==> src/logic/rv_decode_pkg.sv <==
`default_nettype none

package rv_decode_pkg;

    typedef logic [31:0] instr_t;
    typedef logic [31:0] data_t;
    typedef logic [4:0]  reg_addr_t;
    typedef logic [2:0]  funct3_t;
    typedef logic [6:0]  funct7_t;
    typedef logic [6:0]  opcode_t;
    typedef logic [11:0] sys_code_t;
    typedef logic [3:0]  exc_t;

    // bit positions inside exc_t
    localparam int EXC_ILLEGAL = 0;
    localparam int EXC_ECALL   = 1;
    localparam int EXC_EBREAK  = 2;
    localparam int EXC_MRET    = 3;

    typedef enum logic [3:0] {
        CLS_RTYPE, CLS_ITYPE, CLS_LOAD, CLS_STORE, CLS_BRANCH, CLS_JAL,
        CLS_JALR, CLS_LUI, CLS_AUIPC, CLS_SYSTEM, CLS_FENCE, CLS_NONE
    } op_class_e;

    typedef enum logic [3:0] {
        ALU_ADD, ALU_SUB, ALU_SLT, ALU_SLTU, ALU_XOR, ALU_OR, ALU_AND, ALU_SLL,
        ALU_SRL, ALU_SRA, ALU_EQ, ALU_NEQ, ALU_LT, ALU_LTU, ALU_GE, ALU_GEU
    } alu_op_e;

    localparam opcode_t OPC_RTYPE  = 7'b0110011;
    localparam opcode_t OPC_ITYPE  = 7'b0010011;
    localparam opcode_t OPC_LOAD   = 7'b0000011;
    localparam opcode_t OPC_STORE  = 7'b0100011;
    localparam opcode_t OPC_BRANCH = 7'b1100011;
    localparam opcode_t OPC_JAL    = 7'b1101111;
    localparam opcode_t OPC_JALR   = 7'b1100111;
    localparam opcode_t OPC_LUI    = 7'b0110111;
    localparam opcode_t OPC_AUIPC  = 7'b0010111;
    localparam opcode_t OPC_SYSTEM = 7'b1110011;
    localparam opcode_t OPC_FENCE  = 7'b0001111;

    // arithmetic and logic ops, shared by R-type and I-type
    localparam funct3_t F3_ADD  = 3'd0;
    localparam funct3_t F3_SLL  = 3'd1;
    localparam funct3_t F3_SLT  = 3'd2;
    localparam funct3_t F3_SLTU = 3'd3;
    localparam funct3_t F3_XOR  = 3'd4;
    localparam funct3_t F3_SRL  = 3'd5;
    localparam funct3_t F3_OR   = 3'd6;
    localparam funct3_t F3_AND  = 3'd7;

    localparam funct3_t F3_BEQ  = 3'd0;
    localparam funct3_t F3_BNE  = 3'd1;
    localparam funct3_t F3_BLT  = 3'd4;
    localparam funct3_t F3_BGE  = 3'd5;
    localparam funct3_t F3_BLTU = 3'd6;
    localparam funct3_t F3_BGEU = 3'd7;

    localparam funct3_t F3_LB   = 3'd0;
    localparam funct3_t F3_LH   = 3'd1;
    localparam funct3_t F3_LW   = 3'd2;
    localparam funct3_t F3_LBU  = 3'd4;
    localparam funct3_t F3_LHU  = 3'd5;

    localparam funct3_t F3_SB   = 3'd0;
    localparam funct3_t F3_SH   = 3'd1;
    localparam funct3_t F3_SW   = 3'd2;

    localparam funct3_t F3_FENCE   = 3'd0;
    localparam funct3_t F3_FENCE_I = 3'd1;
    localparam funct3_t F3_PRIV    = 3'd0;

    localparam funct7_t F7_ZERO = 7'h00;
    localparam funct7_t F7_ALT  = 7'h20;

    localparam sys_code_t SYS_ECALL  = 12'h000;
    localparam sys_code_t SYS_EBREAK = 12'h001;
    localparam sys_code_t SYS_MRET   = 12'h302;

endpackage

`default_nettype wire

==> src/logic/decode_bus_if.sv <==
`timescale 1ns/10ps
`default_nettype none

// decoded fields travelling from the two decoders into the stage register
interface decode_bus_if;
    import rv_decode_pkg::*;

    op_class_e op_class;
    reg_addr_t rs1;
    reg_addr_t rs2;
    reg_addr_t rd;
    funct3_t   funct3;
    data_t     imm;
    alu_op_e   alu_op;
    exc_t      exc;

    modport fields (
        output op_class, rs1, rs2, rd, funct3, imm
    );

    modport verdict (
        input  op_class, funct3,
        output alu_op, exc
    );

    modport sink (
        input op_class, rs1, rs2, rd, funct3, imm, alu_op, exc
    );

endinterface

`default_nettype wire

==> src/logic/field_decoder.sv <==
`timescale 1ns/10ps
`default_nettype none

module field_decoder (
    input  rv_decode_pkg::instr_t instr,
    decode_bus_if.fields          bus
);
    import rv_decode_pkg::*;

    opcode_t   opcode;
    op_class_e op_class;
    reg_addr_t rs1;
    reg_addr_t rs2;
    reg_addr_t rd;
    funct3_t   funct3;
    data_t     imm;

    assign opcode = instr[6:0];

    always_comb begin
        case (opcode)
            OPC_RTYPE:  op_class = CLS_RTYPE;
            OPC_ITYPE:  op_class = CLS_ITYPE;
            OPC_LOAD:   op_class = CLS_LOAD;
            OPC_STORE:  op_class = CLS_STORE;
            OPC_BRANCH: op_class = CLS_BRANCH;
            OPC_JAL:    op_class = CLS_JAL;
            OPC_JALR:   op_class = CLS_JALR;
            OPC_LUI:    op_class = CLS_LUI;
            OPC_AUIPC:  op_class = CLS_AUIPC;
            OPC_SYSTEM: op_class = CLS_SYSTEM;
            OPC_FENCE:  op_class = CLS_FENCE;
            default:    op_class = CLS_NONE;
        endcase
    end

    // unused register slots stay at x0 so hazard logic downstream sees no false match
    always_comb begin
        rs1    = '0;
        rs2    = '0;
        rd     = '0;
        funct3 = '0;
        case (op_class)
            CLS_RTYPE: begin
                rs1    = instr[19:15];
                rs2    = instr[24:20];
                rd     = instr[11:7];
                funct3 = instr[14:12];
            end
            CLS_ITYPE, CLS_LOAD, CLS_JALR, CLS_SYSTEM, CLS_FENCE: begin
                rs1    = instr[19:15];
                rd     = instr[11:7];
                funct3 = instr[14:12];
            end
            CLS_STORE, CLS_BRANCH: begin
                rs1    = instr[19:15];
                rs2    = instr[24:20];
                funct3 = instr[14:12];
            end
            CLS_LUI, CLS_AUIPC, CLS_JAL: begin
                rd = instr[11:7];
            end
            default: begin
                rd = '0;
            end
        endcase
    end

    always_comb begin
        case (op_class)
            CLS_ITYPE, CLS_LOAD, CLS_JALR:
                imm = {{20{instr[31]}}, instr[31:20]};
            CLS_STORE:
                imm = {{20{instr[31]}}, instr[31:25], instr[11:7]};
            CLS_BRANCH:
                imm = {{19{instr[31]}}, instr[31], instr[7], instr[30:25],
                       instr[11:8], 1'b0};
            CLS_JAL:
                imm = {{11{instr[31]}}, instr[31], instr[19:12], instr[20],
                       instr[30:21], 1'b0};
            CLS_LUI, CLS_AUIPC:
                imm = {instr[31:12], 12'b0};
            // system code or fence bits, not sign extended
            CLS_SYSTEM, CLS_FENCE:
                imm = {20'b0, instr[31:20]};
            default:
                imm = '0;
        endcase
    end

    assign bus.op_class = op_class;
    assign bus.rs1      = rs1;
    assign bus.rs2      = rs2;
    assign bus.rd       = rd;
    assign bus.funct3   = funct3;
    assign bus.imm      = imm;

endmodule

`default_nettype wire

==> src/logic/instr_checker.sv <==
`timescale 1ns/10ps
`default_nettype none

module instr_checker (
    input  rv_decode_pkg::instr_t instr,
    decode_bus_if.verdict         bus
);
    import rv_decode_pkg::*;

    funct7_t   funct7;
    sys_code_t sys_code;
    alu_op_e   alu_op;
    logic      illegal;
    logic      is_priv;
    exc_t      exc;

    assign funct7   = instr[31:25];
    assign sys_code = instr[31:20];

    always_comb begin
        alu_op = ALU_ADD;
        if (bus.op_class == CLS_RTYPE || bus.op_class == CLS_ITYPE) begin
            case (bus.funct3)
                // I-type has no subtract, only R-type looks at funct7 here
                F3_ADD:  alu_op = (bus.op_class == CLS_RTYPE && funct7 == F7_ALT) ?
                                  ALU_SUB : ALU_ADD;
                F3_SLL:  alu_op = ALU_SLL;
                F3_SLT:  alu_op = ALU_SLT;
                F3_SLTU: alu_op = ALU_SLTU;
                F3_XOR:  alu_op = ALU_XOR;
                F3_SRL:  alu_op = (funct7 == F7_ALT) ? ALU_SRA : ALU_SRL;
                F3_OR:   alu_op = ALU_OR;
                default: alu_op = ALU_AND;
            endcase
        end else if (bus.op_class == CLS_BRANCH) begin
            case (bus.funct3)
                F3_BEQ:  alu_op = ALU_EQ;
                F3_BNE:  alu_op = ALU_NEQ;
                F3_BLT:  alu_op = ALU_LT;
                F3_BGE:  alu_op = ALU_GE;
                F3_BLTU: alu_op = ALU_LTU;
                F3_BGEU: alu_op = ALU_GEU;
                default: alu_op = ALU_ADD;
            endcase
        end
    end

    always_comb begin
        illegal = 1'b0;
        case (bus.op_class)
            CLS_NONE:
                illegal = 1'b1;
            CLS_RTYPE:
                // only ADD/SUB and SRL/SRA have an alternate funct7 encoding
                illegal = (funct7 != F7_ZERO) &&
                          !((bus.funct3 == F3_ADD || bus.funct3 == F3_SRL) &&
                            funct7 == F7_ALT);
            CLS_ITYPE: begin
                if (bus.funct3 == F3_SLL) begin
                    illegal = (funct7 != F7_ZERO);
                end else if (bus.funct3 == F3_SRL) begin
                    illegal = !(funct7 == F7_ZERO || funct7 == F7_ALT);
                end
            end
            CLS_LOAD:
                illegal = !(bus.funct3 inside {F3_LB, F3_LH, F3_LW, F3_LBU, F3_LHU});
            CLS_STORE:
                illegal = !(bus.funct3 inside {F3_SB, F3_SH, F3_SW});
            CLS_BRANCH:
                illegal = !(bus.funct3 inside {F3_BEQ, F3_BNE, F3_BLT, F3_BGE,
                                               F3_BLTU, F3_BGEU});
            CLS_FENCE:
                illegal = !(bus.funct3 inside {F3_FENCE, F3_FENCE_I});
            default:
                illegal = 1'b0;
        endcase
    end

    assign is_priv = (bus.op_class == CLS_SYSTEM) && (bus.funct3 == F3_PRIV);

    always_comb begin
        exc              = '0;
        exc[EXC_ILLEGAL] = illegal;
        exc[EXC_ECALL]   = is_priv && (sys_code == SYS_ECALL);
        exc[EXC_EBREAK]  = is_priv && (sys_code == SYS_EBREAK);
        exc[EXC_MRET]    = is_priv && (sys_code == SYS_MRET);
    end

    assign bus.alu_op = alu_op;
    assign bus.exc    = exc;

endmodule

`default_nettype wire

==> src/logic/decode_stage_reg.sv <==
`timescale 1ns/10ps
`default_nettype none

module decode_stage_reg #(
    parameter int PC_WIDTH = 32
) (
    input  logic                     d_clk,
    input  logic                     d_rst,
    input  logic [PC_WIDTH-1:0]      pc,
    input  logic                     in_valid,
    input  logic                     stall_in,
    input  logic                     flush_in,
    decode_bus_if.sink               bus,
    output logic [PC_WIDTH-1:0]      out_pc,
    output rv_decode_pkg::op_class_e out_class,
    output rv_decode_pkg::reg_addr_t out_rs1,
    output rv_decode_pkg::reg_addr_t out_rs2,
    output rv_decode_pkg::reg_addr_t out_rd,
    output rv_decode_pkg::funct3_t   out_funct3,
    output rv_decode_pkg::data_t     out_imm,
    output rv_decode_pkg::alu_op_e   out_alu,
    output rv_decode_pkg::exc_t      out_exc,
    output logic                     out_valid,
    output logic                     stall_out,
    output logic                     flush_out
);
    import rv_decode_pkg::*;

    logic self_stall;
    logic enable;

    // an illegal word holds the upstream for the one cycle it is presented
    assign self_stall = out_valid && out_exc[EXC_ILLEGAL];
    assign stall_out  = stall_in || self_stall;
    assign flush_out  = flush_in || out_exc[EXC_ECALL];

    // stall_out already folds in stall_in
    assign enable = in_valid && !stall_out;

    always_ff @(posedge d_clk or negedge d_rst) begin
        if (!d_rst) begin
            out_valid  <= 1'b0;
            out_exc    <= '0;
            out_pc     <= '0;
            out_class  <= CLS_RTYPE;
            out_rs1    <= '0;
            out_rs2    <= '0;
            out_rd     <= '0;
            out_funct3 <= '0;
            out_imm    <= '0;
            out_alu    <= ALU_ADD;
        end else if (!stall_in) begin
            // a flushed word still loads but leaves as a bubble
            out_valid <= enable && !flush_in;
            if (enable) begin
                out_exc    <= bus.exc;
                out_pc     <= pc;
                out_class  <= bus.op_class;
                out_rs1    <= bus.rs1;
                out_rs2    <= bus.rs2;
                out_rd     <= bus.rd;
                out_funct3 <= bus.funct3;
                out_imm    <= bus.imm;
                out_alu    <= bus.alu_op;
            end else begin
                // bubble or end of a self stall, no trap may linger
                out_exc <= '0;
            end
        end
    end

endmodule

`default_nettype wire

==> src/logic/decode_top.sv <==
`timescale 1ns/10ps
`default_nettype none

module decode_top #(
    parameter int PC_WIDTH = 32
) (
    input  logic                     d_clk,
    input  logic                     d_rst,
    input  rv_decode_pkg::instr_t    instr,
    input  logic [PC_WIDTH-1:0]      pc,
    input  logic                     in_valid,
    input  logic                     stall_in,
    input  logic                     flush_in,
    output logic [PC_WIDTH-1:0]      out_pc,
    output rv_decode_pkg::op_class_e out_class,
    output rv_decode_pkg::reg_addr_t out_rs1,
    output rv_decode_pkg::reg_addr_t out_rs2,
    output rv_decode_pkg::reg_addr_t out_rd,
    output rv_decode_pkg::funct3_t   out_funct3,
    output rv_decode_pkg::data_t     out_imm,
    output rv_decode_pkg::alu_op_e   out_alu,
    output rv_decode_pkg::exc_t      out_exc,
    output logic                     out_valid,
    output logic                     stall_out,
    output logic                     flush_out
);

    decode_bus_if bus_i ();

    // both decoders see the raw word in the same cycle
    field_decoder fields_i (
        .instr (instr),
        .bus   (bus_i.fields)
    );

    instr_checker checker_i (
        .instr (instr),
        .bus   (bus_i.verdict)
    );

    decode_stage_reg #(
        .PC_WIDTH (PC_WIDTH)
    ) stage_i (
        .d_clk      (d_clk),
        .d_rst      (d_rst),
        .pc         (pc),
        .in_valid   (in_valid),
        .stall_in   (stall_in),
        .flush_in   (flush_in),
        .bus        (bus_i.sink),
        .out_pc     (out_pc),
        .out_class  (out_class),
        .out_rs1    (out_rs1),
        .out_rs2    (out_rs2),
        .out_rd     (out_rd),
        .out_funct3 (out_funct3),
        .out_imm    (out_imm),
        .out_alu    (out_alu),
        .out_exc    (out_exc),
        .out_valid  (out_valid),
        .stall_out  (stall_out),
        .flush_out  (flush_out)
    );

endmodule

`default_nettype wire

==> config.mk <==
export PLATFORM = sky130hd
export DESIGN_NAME = decode_top
export DESIGN_NICKNAME = d
export VERILOG_FILES = /design/src/logic/rv_decode_pkg.sv /design/src/logic/decode_bus_if.sv /design/src/logic/field_decoder.sv /design/src/logic/instr_checker.sv /design/src/logic/decode_stage_reg.sv /design/src/logic/decode_top.sv
export SDC_FILE = /design/constraint.sdc
export NUM_CORES = 1
export LEC_CHECK = 0
export BUFFER_PORTS_ARGS = -buffer_cell sky130_fd_sc_hd__buf_2
export CELL_PAD_IN_SITES_DETAIL_PLACEMENT = 1
export CELL_PAD_IN_SITES_GLOBAL_PLACEMENT = 2
export CORE_AREA = 8 8 130 132
export CTS_CLUSTER_DIAMETER = 60
export CTS_CLUSTER_SIZE = 12
export DETAILED_ROUTE_END_ITERATION = 10
export DIE_AREA = 0 0 138 140
export GPL_TIMING_DRIVEN = 0
export PLACE_DENSITY = 0.95
export SETUP_SLACK_MARGIN = 0.02
export SLEW_MARGIN = 15
export SYNTH_ARGS = -nofsm -noshare
export SYNTH_HDL_FRONTEND = slang
export SYNTH_SLANG_ARGS = --single-unit
==> constraint.sdc <==
create_clock -name d_clk -period 3.95 [get_ports d_clk]
set_input_delay 0.1975 -clock d_clk [delete_from_list [all_inputs] [get_ports d_clk]]
set_output_delay 0.1975 -clock d_clk [all_outputs]
set_load 0.05 [all_outputs]
### After elaboration in Yosys (flattened, before gate mapping)

Cells that the tools add are included.

* multiplexer cells: 16
* $add $sub $neg: 0
* multiply operators: 0
* divide/modulo/power cells: 0
* shifts and indexed selects: 0
* order comparisons: 0
* equal/unequal tests: 32
* reductions and logical operators: 39
* bitwise operators: 1

Operators with widths (count)
* case mux 32 bit (6 select lines): 1
* case mux 4 bit (11 select lines): 1
* equality test 7 x 6 -> 1 bit (second input constant): 4
* equality test 7 bit (second input constant): 4
* case mux 4 bit (7 select lines): 1
* case mux 4 bit (6 select lines): 1
* equality test 4 x 3 -> 1 bit (second input constant): 4
* equality test 4 bit (second input constant): 4
* 2-to-1 mux 5 bit: 3
* equality test 7 x 5 -> 1 bit (second input constant): 2
* equality test 12 x 1 -> 1 bit (second input constant): 1
* equality test 12 x 10 -> 1 bit (second input constant): 1
* equality test 3 bit (second input constant): 4
* logical NOT 12 bit: 1
* 2-to-1 mux 4 bit: 3
* logical AND 1 bit: 10
* OR reduction 9 bit: 1
* equality test 4 x 2 -> 1 bit (second input constant): 2
* logical NOT 1 bit: 8
* OR reduction 8 bit: 1
* equality test 7 x 2 -> 1 bit (second input constant): 1
* equality test 7 x 4 -> 1 bit (second input constant): 1
* logical NOT 7 bit: 1
* case mux 1 bit (7 select lines): 1
* other kinds (17): 27

* output and inout bits: 97
* latch bits: 0
* word-level logic and storage cells: 98
* ROM bits: 0
* input port bits: 69
* flip-flop bits (word level): 95
* bits in writable memories: 0
* memories kept: 0

### Depth between registers and ports, before layout

Gate-level depths: netlist of run 1.

* depth in word-level cells: 12
* mapped depth: 7
* mapped depth without buffers: 5

### By module

From an unflattened synthesis of run 1, not the netlist that was laid out.

* cells, all modules: 402
* area, all modules: 5292.6 µm²

By module, submodules not included
* decode_stage_reg: area an instance 4036.4 µm², cells an instance 214, instances 1, seq. area each 2377.3 µm²
* field_decoder: area an instance 942.2 µm², cells an instance 138, instances 1, seq. area each 0.0 µm²
* instr_checker: area an instance 314.1 µm², cells an instance 50, instances 1, seq. area each 0.0 µm²

### Worst setup path before layout of run 1

Ideal clock, no wire load.

* path type: register to register
* start: register stage_i.out_valid
* end: register stage_i.out_imm[21]
* arrival time: 1.988 ns
* setup time: 0.067 ns
* path buffers: 2
* data required time: 3.883 ns
* stages on the path, launching flop included: 8
* slack: 1.895 ns
* cell sequence: dfrtp_1 > a21oi_1 > and2_1 > clkbuf_1 > o211ai_1 > nor4_2 > buf_4 > a221o_1

* word-level cells in the longest chain between the ends: 5

RTL lines
* start, declared: RTL line decode_stage_reg.sv:23 `output logic out_valid,`
* start signal, assigned: RTL line decode_stage_reg.sv:54 `out_valid <= enable && !flush_in;`
* logical AND 1 bit: RTL line decode_stage_reg.sv:33 `assign self_stall = out_valid && out_exc[EXC_ILLEGAL];`
* logical OR 1 bit: RTL line decode_stage_reg.sv:34 `assign stall_out = stall_in || self_stall;`
* logical NOT 1 bit: RTL line decode_stage_reg.sv:38 `assign enable = in_valid && !stall_out;`
* logical AND 1 bit: RTL line decode_stage_reg.sv:38
* AND reduction 2 bit (no line)
* end signal, assigned: RTL line decode_stage_reg.sv:63 `out_imm <= bus.imm;`
* end, declared: RTL line decode_stage_reg.sv:20 `output rv_decode_pkg::data_t out_imm,`

Every way passes these cells.
A chain may end at the register's enable or synchronous reset.

### Final worst setup path of run 1

* start: register stage_i.out_exc[0]
* end: register stage_i.out_imm[12]

* word-level cells in the longest chain between the ends: 5

RTL lines
* start, declared: RTL line decode_stage_reg.sv:22 `output rv_decode_pkg::exc_t out_exc,`
* start signal, assigned: RTL line decode_stage_reg.sv:56 `out_exc <= bus.exc;`
* logical AND 1 bit: RTL line decode_stage_reg.sv:33
* logical OR 1 bit: RTL line decode_stage_reg.sv:34
* logical NOT 1 bit: RTL line decode_stage_reg.sv:38
* logical AND 1 bit: RTL line decode_stage_reg.sv:38
* AND reduction 2 bit (no line)

Every way passes these cells.

==> run summary, run 1 <==
status: completed
synthesized instance count: 488
crit-path max FO: 10
n_diodes: 0
Async S/R FF share, synth: 1.00
minimum period implied by the final worst setup slack: 2.46 ns
post-DP HPWL: 12900 um
Clock Skews: 0.00931 ns
Max VDD drop: 0.192 mV
pin slew with the least headroom to its limit: 1.09 ns
Pwr per Cell Area: 450 nW/um^2
#FFs+latches synth: 95
Clock Tree Buf Depth: 2
commonest non-fill, non-tap cell in the layout: buf_2
DR iter-0 viols: 254
vias in the first global route: 4681
Netlist cell types: 60
Routed Antenna Nets: 0
initial antenna violation count: 0
Via density: 5.13
Worst setup EP type: flip-flop
share of cells above drive strength 1: 0.297
DR DRC count: 0
placer congestion estimate: 0.880
WP buf/inv: 2
detailed-route wire length per cell: 19.5 um
EDFF count, synth: 0
Slew Viols, Final: 0
CTS tree: built
slowest stage delay, CP: 0.48 ns
worst-skew pair later-pin latency: 0.35 ns
gr usage total: 0.167
delay-heaviest family, CP: compound AO/OA/AOI/OAI gates
Resized cells post-CTS: 0
Slowest-stage cell, CP: clkbuf_1
Hold Buf Count CTS: 1
Required @ worst endpoint: 4.21 ns
leakage power: 2.99 nW
chip height: 140 um
clk sinks: 95
Register Area: 2380 um^2
die area: 19300 um^2
Mapped Area: 4480 um^2
Non-Filler Instances: 855
Vias: 4390
Post-Place Cells: 838
Worst Hold Class: input port to flip-flop
Fillers: 1799
Core ar.: 14900 um^2
WL final: 16700 um
CP Launch Type: flip-flop
Synth top area share: 0.530
Post-CTS Setup Bufs: 0
# setup viols final: 0
Synth Net Count: 557
achievable clock frequency: 407 MHz
root buffer cell: clkbuf_16
Mapped Avg Cell Area: 9.18 um^2
cells taking the most area after synthesis: dfrtp_1 (53%), nand2_1 (12%), a21oi_1 (3.9%)
worst rel slew slack: 0.266
final count of hold timing violations: 0
initial core utilization: 0.302
Crit Path Category: flip-flop to flip-flop
Layout area overhead: 31.3%
drt pass-1 iters: 4
Tot Pwr: 0.00265 W
setup_tns: 0 ns
Max H-tree Level: 3
post-synthesis sequential area ratio: 0.530
largest net degree at the start of global routing: 62
IO Count: 166
Synth area leader: dfrtp_1
total grt overflow: 0
most frequent cells in the layout: buf_2 (165), nand2_1 (142), dfrtp_1 (95)
global-route wire length before repair: 26300 um
ys flop type: dfrtp_1
Synth Warn #: 0
TritonCTS buffer count: 9
# nets final: 731
crit path cell chain: a21oi_1 -> and2_1 -> clkbuf_1 -> o211ai_1 -> or2_4 -> buf_2 -> o21ai_0
Max Cap Viol: 0
Port Buffers: 161
Worst-path clk slew: 0.07 ns
multi-input logic area: 1920 um^2
Final period util: 0.622
DIE WIDTH: 138 um
Placement Rows: 45
CP Data Arrival Time: 2.72 ns
RSZ-0062 raised after global routing: false
-- power by group --
| group | leakage, nW | internal (W) | total [W] | switching, W |
|---|---|---|---|---|
| Combinational | 1.59 | 0.000144 | 0.000620 | 0.000476 |
| Clock | 0.156 | 0.000556 | 0.000944 | 0.000388 |
| Sequential | 1.25 | 0.00104 | 0.00108 | 0.0000395 |
| Total | 2.99 | 0.00174 | 0.00265 | 0.000904 |
-- per-stage QoR --
step	setup WS (ns)	util	hold WS (ns)	instance area (um^2)
final	1.49	0.396	0.0386	5880
after global routing	1.28	0.396	0.0327	5880
after CTS	1.44	0.396	0.0302	5880
after detailed placement	1.51	0.374	0.197	5550
after global placement	1.53	0.372	0.389	5520
after floorplan	1.89	-	-0.0981	4480
-- kinds of logic (layout without fill, tap and decap cells) --
| logic type | after synthesis | after routing | share of synthesized area |
|---|---|---|---|
| AND/OR/NAND/NOR | 201 | 201 | 0.198 |
| AO/OA/AOI/OAI | 137 | 137 | 0.209 |
| XOR/XNOR | 2 | 2 | 0.00391 |
| multiplexers | 8 | 8 | 0.0179 |
| buffers and inverters | 45 | 224 | 0.0408 |
| flip-flops | 95 | 95 | 0.530 |
-- Yosys cell counts (2+ instances only) --
| cell type | count |
|---|---|
| a21o_1 | 3 |
| a21oi_1 | 35 |
| a221o_1 | 11 |
| a221oi_1 | 2 |
| a22o_1 | 12 |
| a22oi_1 | 5 |
| a31oi_1 | 7 |
| and2_1 | 3 |
| buf_1 | 5 |
| buf_2 | 5 |
| buf_4 | 2 |
| clkbuf_1 | 22 |
| dfrtp_1 | 95 |
| inv_1 | 10 |
| mux2i_1 | 8 |
| nand2_1 | 142 |
| nand2b_1 | 3 |
| nand3_1 | 6 |
| nand4_1 | 3 |
| nor2_1 | 14 |
| nor2b_1 | 3 |
| nor3_1 | 6 |
| nor3b_1 | 3 |
| nor4_1 | 4 |
| nor4_2 | 2 |
| o2111ai_1 | 3 |
| o211ai_1 | 2 |
| o21ai_0 | 30 |
| o21ai_1 | 3 |
| o21bai_1 | 2 |
| o22a_1 | 2 |
| o22ai_1 | 2 |
| o31ai_1 | 4 |
| o32ai_1 | 2 |
| or2_2 | 2 |
-- layer usage --
| layer | track usage | routed length, um |
|---|---|---|
| met1 | 0.205 | 7440 |
| met4 | 0.0452 | 186 |
| met2 | 0.285 | 8160 |
| met5 | 0 | 0 |
| met3 | 0.0436 | 903 |
-- registers in the layout, summed over array words and instances (netlist names) --
register	count
stage_i.out_imm	32
stage_i.out_pc	32
stage_i.out_rd	5
stage_i.out_rs1	5
stage_i.out_rs2	5
stage_i.out_alu	4
stage_i.out_class	4
stage_i.out_exc	4
stage_i.out_funct3	3
stage_i.out_valid	1
-- worst reg2reg max path: cells and delay by family, from the launching register on --
family	cells	cell delay, ns
AO/OA/AOI/OAI	3	0.75
AND/OR/NAND/NOR	2	0.51
buffers and inverters	2	0.68
flip-flops	1	0.44
-- path summary, 6_finish.rpt --
| path | startpoint | end | slack (ns) | depth (start not counted) |
|---|---|---|---|---|
| max | stage_i.out_exc[0]$_DFFE_PN0N_ | stage_i.out_imm[12]$_DFFE_PN0P_ | 1.49 | 7 |
| min | pc[27] | stage_i.out_pc[27]$_DFFE_PN0P_ | 0.04 | 3 |
| max reg2reg | stage_i.out_exc[0]$_DFFE_PN0N_ | stage_i.out_imm[12]$_DFFE_PN0P_ | 1.49 | 7 |
| min reg2reg | stage_i.out_pc[8]$_DFFE_PN0P_ | stage_i.out_pc[8]$_DFFE_PN0P_ | 0.47 | 2 |
| max in group asynchronous | d_rst | stage_i.out_imm[0]$_DFFE_PN0P_ | 2.90 | 3 |
| min in group asynchronous | d_rst | stage_i.out_pc[27]$_DFFE_PN0P_ | 0.37 | 2 |
-- final cells by class --
type                       count  share of cell area
tap                          188              0.0400
timing repair buffer         163               0.144
buffer                        34              0.0240
clock inverter                 7              0.0162
inverter                      11             0.00702
sequential                    95               0.404
clock buffer                   9              0.0383
multi-input combinational    348               0.327
Power figures use the tool's default switching activity.
==> run 2, diff against run 1 <==
ABC_AREA = 1   (was not set)
CORE_AREA = 8 8 144 146   (was 8 8 130 132)
DIE_AREA = 0 0 152 154   (was 0 0 138 140)
PLACE_DENSITY = 0.87   (was 0.95)
clock period = 2 ns   (was 3.95 ns; I/O delays follow)
==> run summary, run 2 <==
status: completed
RSZ-0062 raised after global routing: false
Vias: 4500 (+2.5%)
root buffer cell: clkbuf_16
DIE WIDTH: 152 um (+10%)
# nets final: 819 (+12%)
Crit Path Category: flip-flop to flip-flop
Worst-path clk slew: 0.07 ns (about the same)
# setup viols final: 0 (unchanged)
Setup WS pre-CTS: -0.242 ns (-1.75 ns)
Worst Hold Class: input port to flip-flop
simple-gate portion of the synthesized area: 0.313 (+0.115)
worst rel slew slack: 0.488 (+0.222)
chip height: 154 um (+10%)
die area: 23400 um^2 (+21%)
commonest non-fill, non-tap cell in the layout: nand2_1
delay-heaviest family, CP: buffers and inverters
Max VDD drop: 0.370 mV (+92%)
CP Data Arrival Time: 2.03 ns (-0.69 ns)
Non-Filler Instances: 989 (+16%)
slowest stage delay, CP: 0.43 ns (-0.05 ns)
detailed-route wire length per cell: 18.0 um (-8.0%)
worst-skew pair later-pin latency: 0.35 ns (about the same)
Layout area overhead: 39.3%
Pwr per Cell Area: 792 nW/um^2 (+76%)
adder-cell share of the synthesized area: 0 (unchanged)
synthesized instance count: 541 (+11%)
ys flop type: dfrtp_1
largest net degree at the start of global routing: 61 (-1.6%)
crit-path max FO: 10 (unchanged)
Port Buffers: 163 (+1.2%)
Clock Tree Buf Depth: 2 (unchanged)
post-DP HPWL: 13500 um (+4.7%)
initial core utilization: 0.244 (-0.0574)
Synth Net Count: 610 (+9.5%)
placer congestion estimate: 0.831 (-5.6%)
Synth Warn #: 0 (unchanged)
initial antenna violation count: 2 (+2)
total grt overflow: 0 (unchanged)
Core ar.: 18500 um^2 (+24%)
Synth area leader: dfrtp_1
CP Launch Type: flip-flop
#FFs+latches synth: 95 (unchanged)
setup_tns: 0 ns (unchanged)
Required @ worst endpoint: 2.25 ns (-1.96 ns)
worst hold slack: 0.0164 ns (-0.0223 ns)
Final period util: 0.889 (+0.267)
most common library cells after synthesis: nand2_1 (220), dfrtp_1 (95), nand3_1 (30), o21ai_0 (27), inv_1 (26)
post-synthesis sequential area ratio: 0.528 (-0.00280)
Max H-tree Level: 3 (unchanged)
Final WS setup: 0.222 ns (-1.27 ns)
Async S/R FF share, synth: 1.00 (unchanged)
pin slew with the least headroom to its limit: 0.761 ns (-0.332 ns)
clk sinks: 95 (unchanged)
Post-Synth XOR/XNOR Area: 0 (-0.00391)
IO Count: 166 (unchanged)
largest family of logic cells by synthesized area: simple AND/OR/NAND/NOR gates
Via density: 4.55 (-11%)
EDFF count, synth: 0 (unchanged)
Placement Rows: 50 (+11%)
DR iter-0 viols: 195 (-23%)
most frequent cells in the layout: nand2_1 (220), buf_2 (164), dfrtp_1 (95)
Clock Skews: 0.0109 ns (+0.00154 ns)
WP buf/inv: 2 (unchanged)
cells taking the most area after synthesis: dfrtp_1 (53%), nand2_1 (18%), nand3_1 (3.3%)
global-route wire length before repair: 28300 um (+7.6%)
post-synthesis mux area share: 0 (-0.0179)
minimum period implied by the final worst setup slack: 1.78 ns (-0.680 ns)
achievable clock frequency: 562 MHz (+38%)
DR DRC count: 0 (unchanged)
final count of hold timing violations: 0 (unchanged)
Post-Layout Inst Area: 6270 um^2 (+6.7%)
crit path cell chain: nand2_1 -> nand3_2 -> clkbuf_2 -> clkbuf_1 -> nand2_1 -> o31ai_1
most frequent cell on the critical path: nand2_1
DP Area: 5650 um^2 (+1.7%)
Synth Area in Compound Gates: 0.108 (-0.101)
Largest regs: stage_i.out_imm: 32 flops, stage_i.out_pc: 32 flops
vias in the first global route: 4907 (+4.8%)
Slew Viols, Final: 0 (unchanged)
drt pass-1 iters: 6 (+2)
Mapped Avg Cell Area: 8.33 um^2 (-9.3%)
Worst setup EP type: flip-flop
Slowest-stage cell, CP: clkbuf_1
Netlist cell types: 36 (-40%)
TritonCTS buffer count: 9 (unchanged)
Synth top area share: 0.528 (-0.00280)
Max Cap Viol: 0 (unchanged)
most common cell in the netlist: nand2_1
Post-Place Cells: 939 (+12%)
gr usage total: 0.153 (-0.0146)
share of cells above drive strength 1: 0.316 (+0.0188)
Mapped Area: 4510 um^2 (+0.53%)
Routed Antenna Nets: 0 (unchanged)
CTS tree: built
WL final: 17800 um (+6.4%)
leakage power: 3.39 nW (+13%)
-- run 2: worst reg2reg max path: cells and delay by family, from the launching register on --
family	cells	cell delay, ns
flops	1	0.39
simple gates	3	0.44
compound gates	1	0.09
buf+inv	2	0.76
-- run 2: power breakdown --
group | leakage (nW) | switching (W) | internal (W)
sequential | 1.25 | 0.0000743 | 0.00206
clock | 0.120 | 0.000795 | 0.000844
combinational | 2.02 | 0.000909 | 0.000295
total | 3.39 | 0.00178 | 0.00319
-- run 2: final timing paths --
path | to | start | slack [ns] | cells past startpoint
worst max-delay path | stage_i.out_rs2[1]$_DFFE_PN0P_ | stage_i.out_valid$_DFFE_PN0N_ | 0.22 | 6
worst max register to register | stage_i.out_rs2[1]$_DFFE_PN0P_ | stage_i.out_valid$_DFFE_PN0N_ | 0.22 | 6
min in group asynchronous | stage_i.out_pc[17]$_DFFE_PN0P_ | d_rst | 0.21 | 2
worst min-delay path | stage_i.out_rd[1]$_DFFE_PN0P_ | instr[8] | 0.02 | 3
worst min register to register | stage_i.out_imm[17]$_DFFE_PN0P_ | stage_i.out_imm[17]$_DFFE_PN0P_ | 0.48 | 2
max in group asynchronous | stage_i.out_imm[23]$_DFFE_PN0P_ | d_rst | 1.16 | 3
-- run 2: through the flow --
stage                     power (W)  utilization
after floorplan             0.00290            -
after global placement      0.00329        0.304
after detailed placement    0.00332        0.306
after CTS                   0.00502        0.340
after global routing        0.00518        0.340
final                       0.00497        0.340
-- run 2: repair_timing --
action,in CTS,in global routing
hold buffers,34,0
gates resized for setup,5,1
setup endpoints to repair,69,62
buffers inserted,0,0
hold endpoints to repair,68,0
-- run 2: metal layers --
metal / vias to the layer above / track usage / part of all wire
met2: 131 / 0.241 / 0.45
li1: 2173 / - / -
met3: 28 / 0.0527 / 0.062
met1: 2166 / 0.195 / 0.46
met4: 2 / 0.0433 / 0.021
met5: - / 0 / 0.00068
-- run 2: cells by family (layout without fill, tap and decap cells) --
group / Yosys count / in the layout
buffers and inverters: 56 / 269
AO/OA/AOI/OAI: 74 / 74
other: 0 / 1
AND/OR/NAND/NOR: 316 / 316
flip-flops: 95 / 95
-- run 2: layout make-up --
type,count,area [um^2]
antenna,1,2.50
buffer,21,105
clock buffer,9,225
clock inverter,6,47.5
fill,2247,12200
inverter,35,131
multi-input combinational,390,1900
sequential,95,2380
tap,234,293
timing repair buffer,198,1190
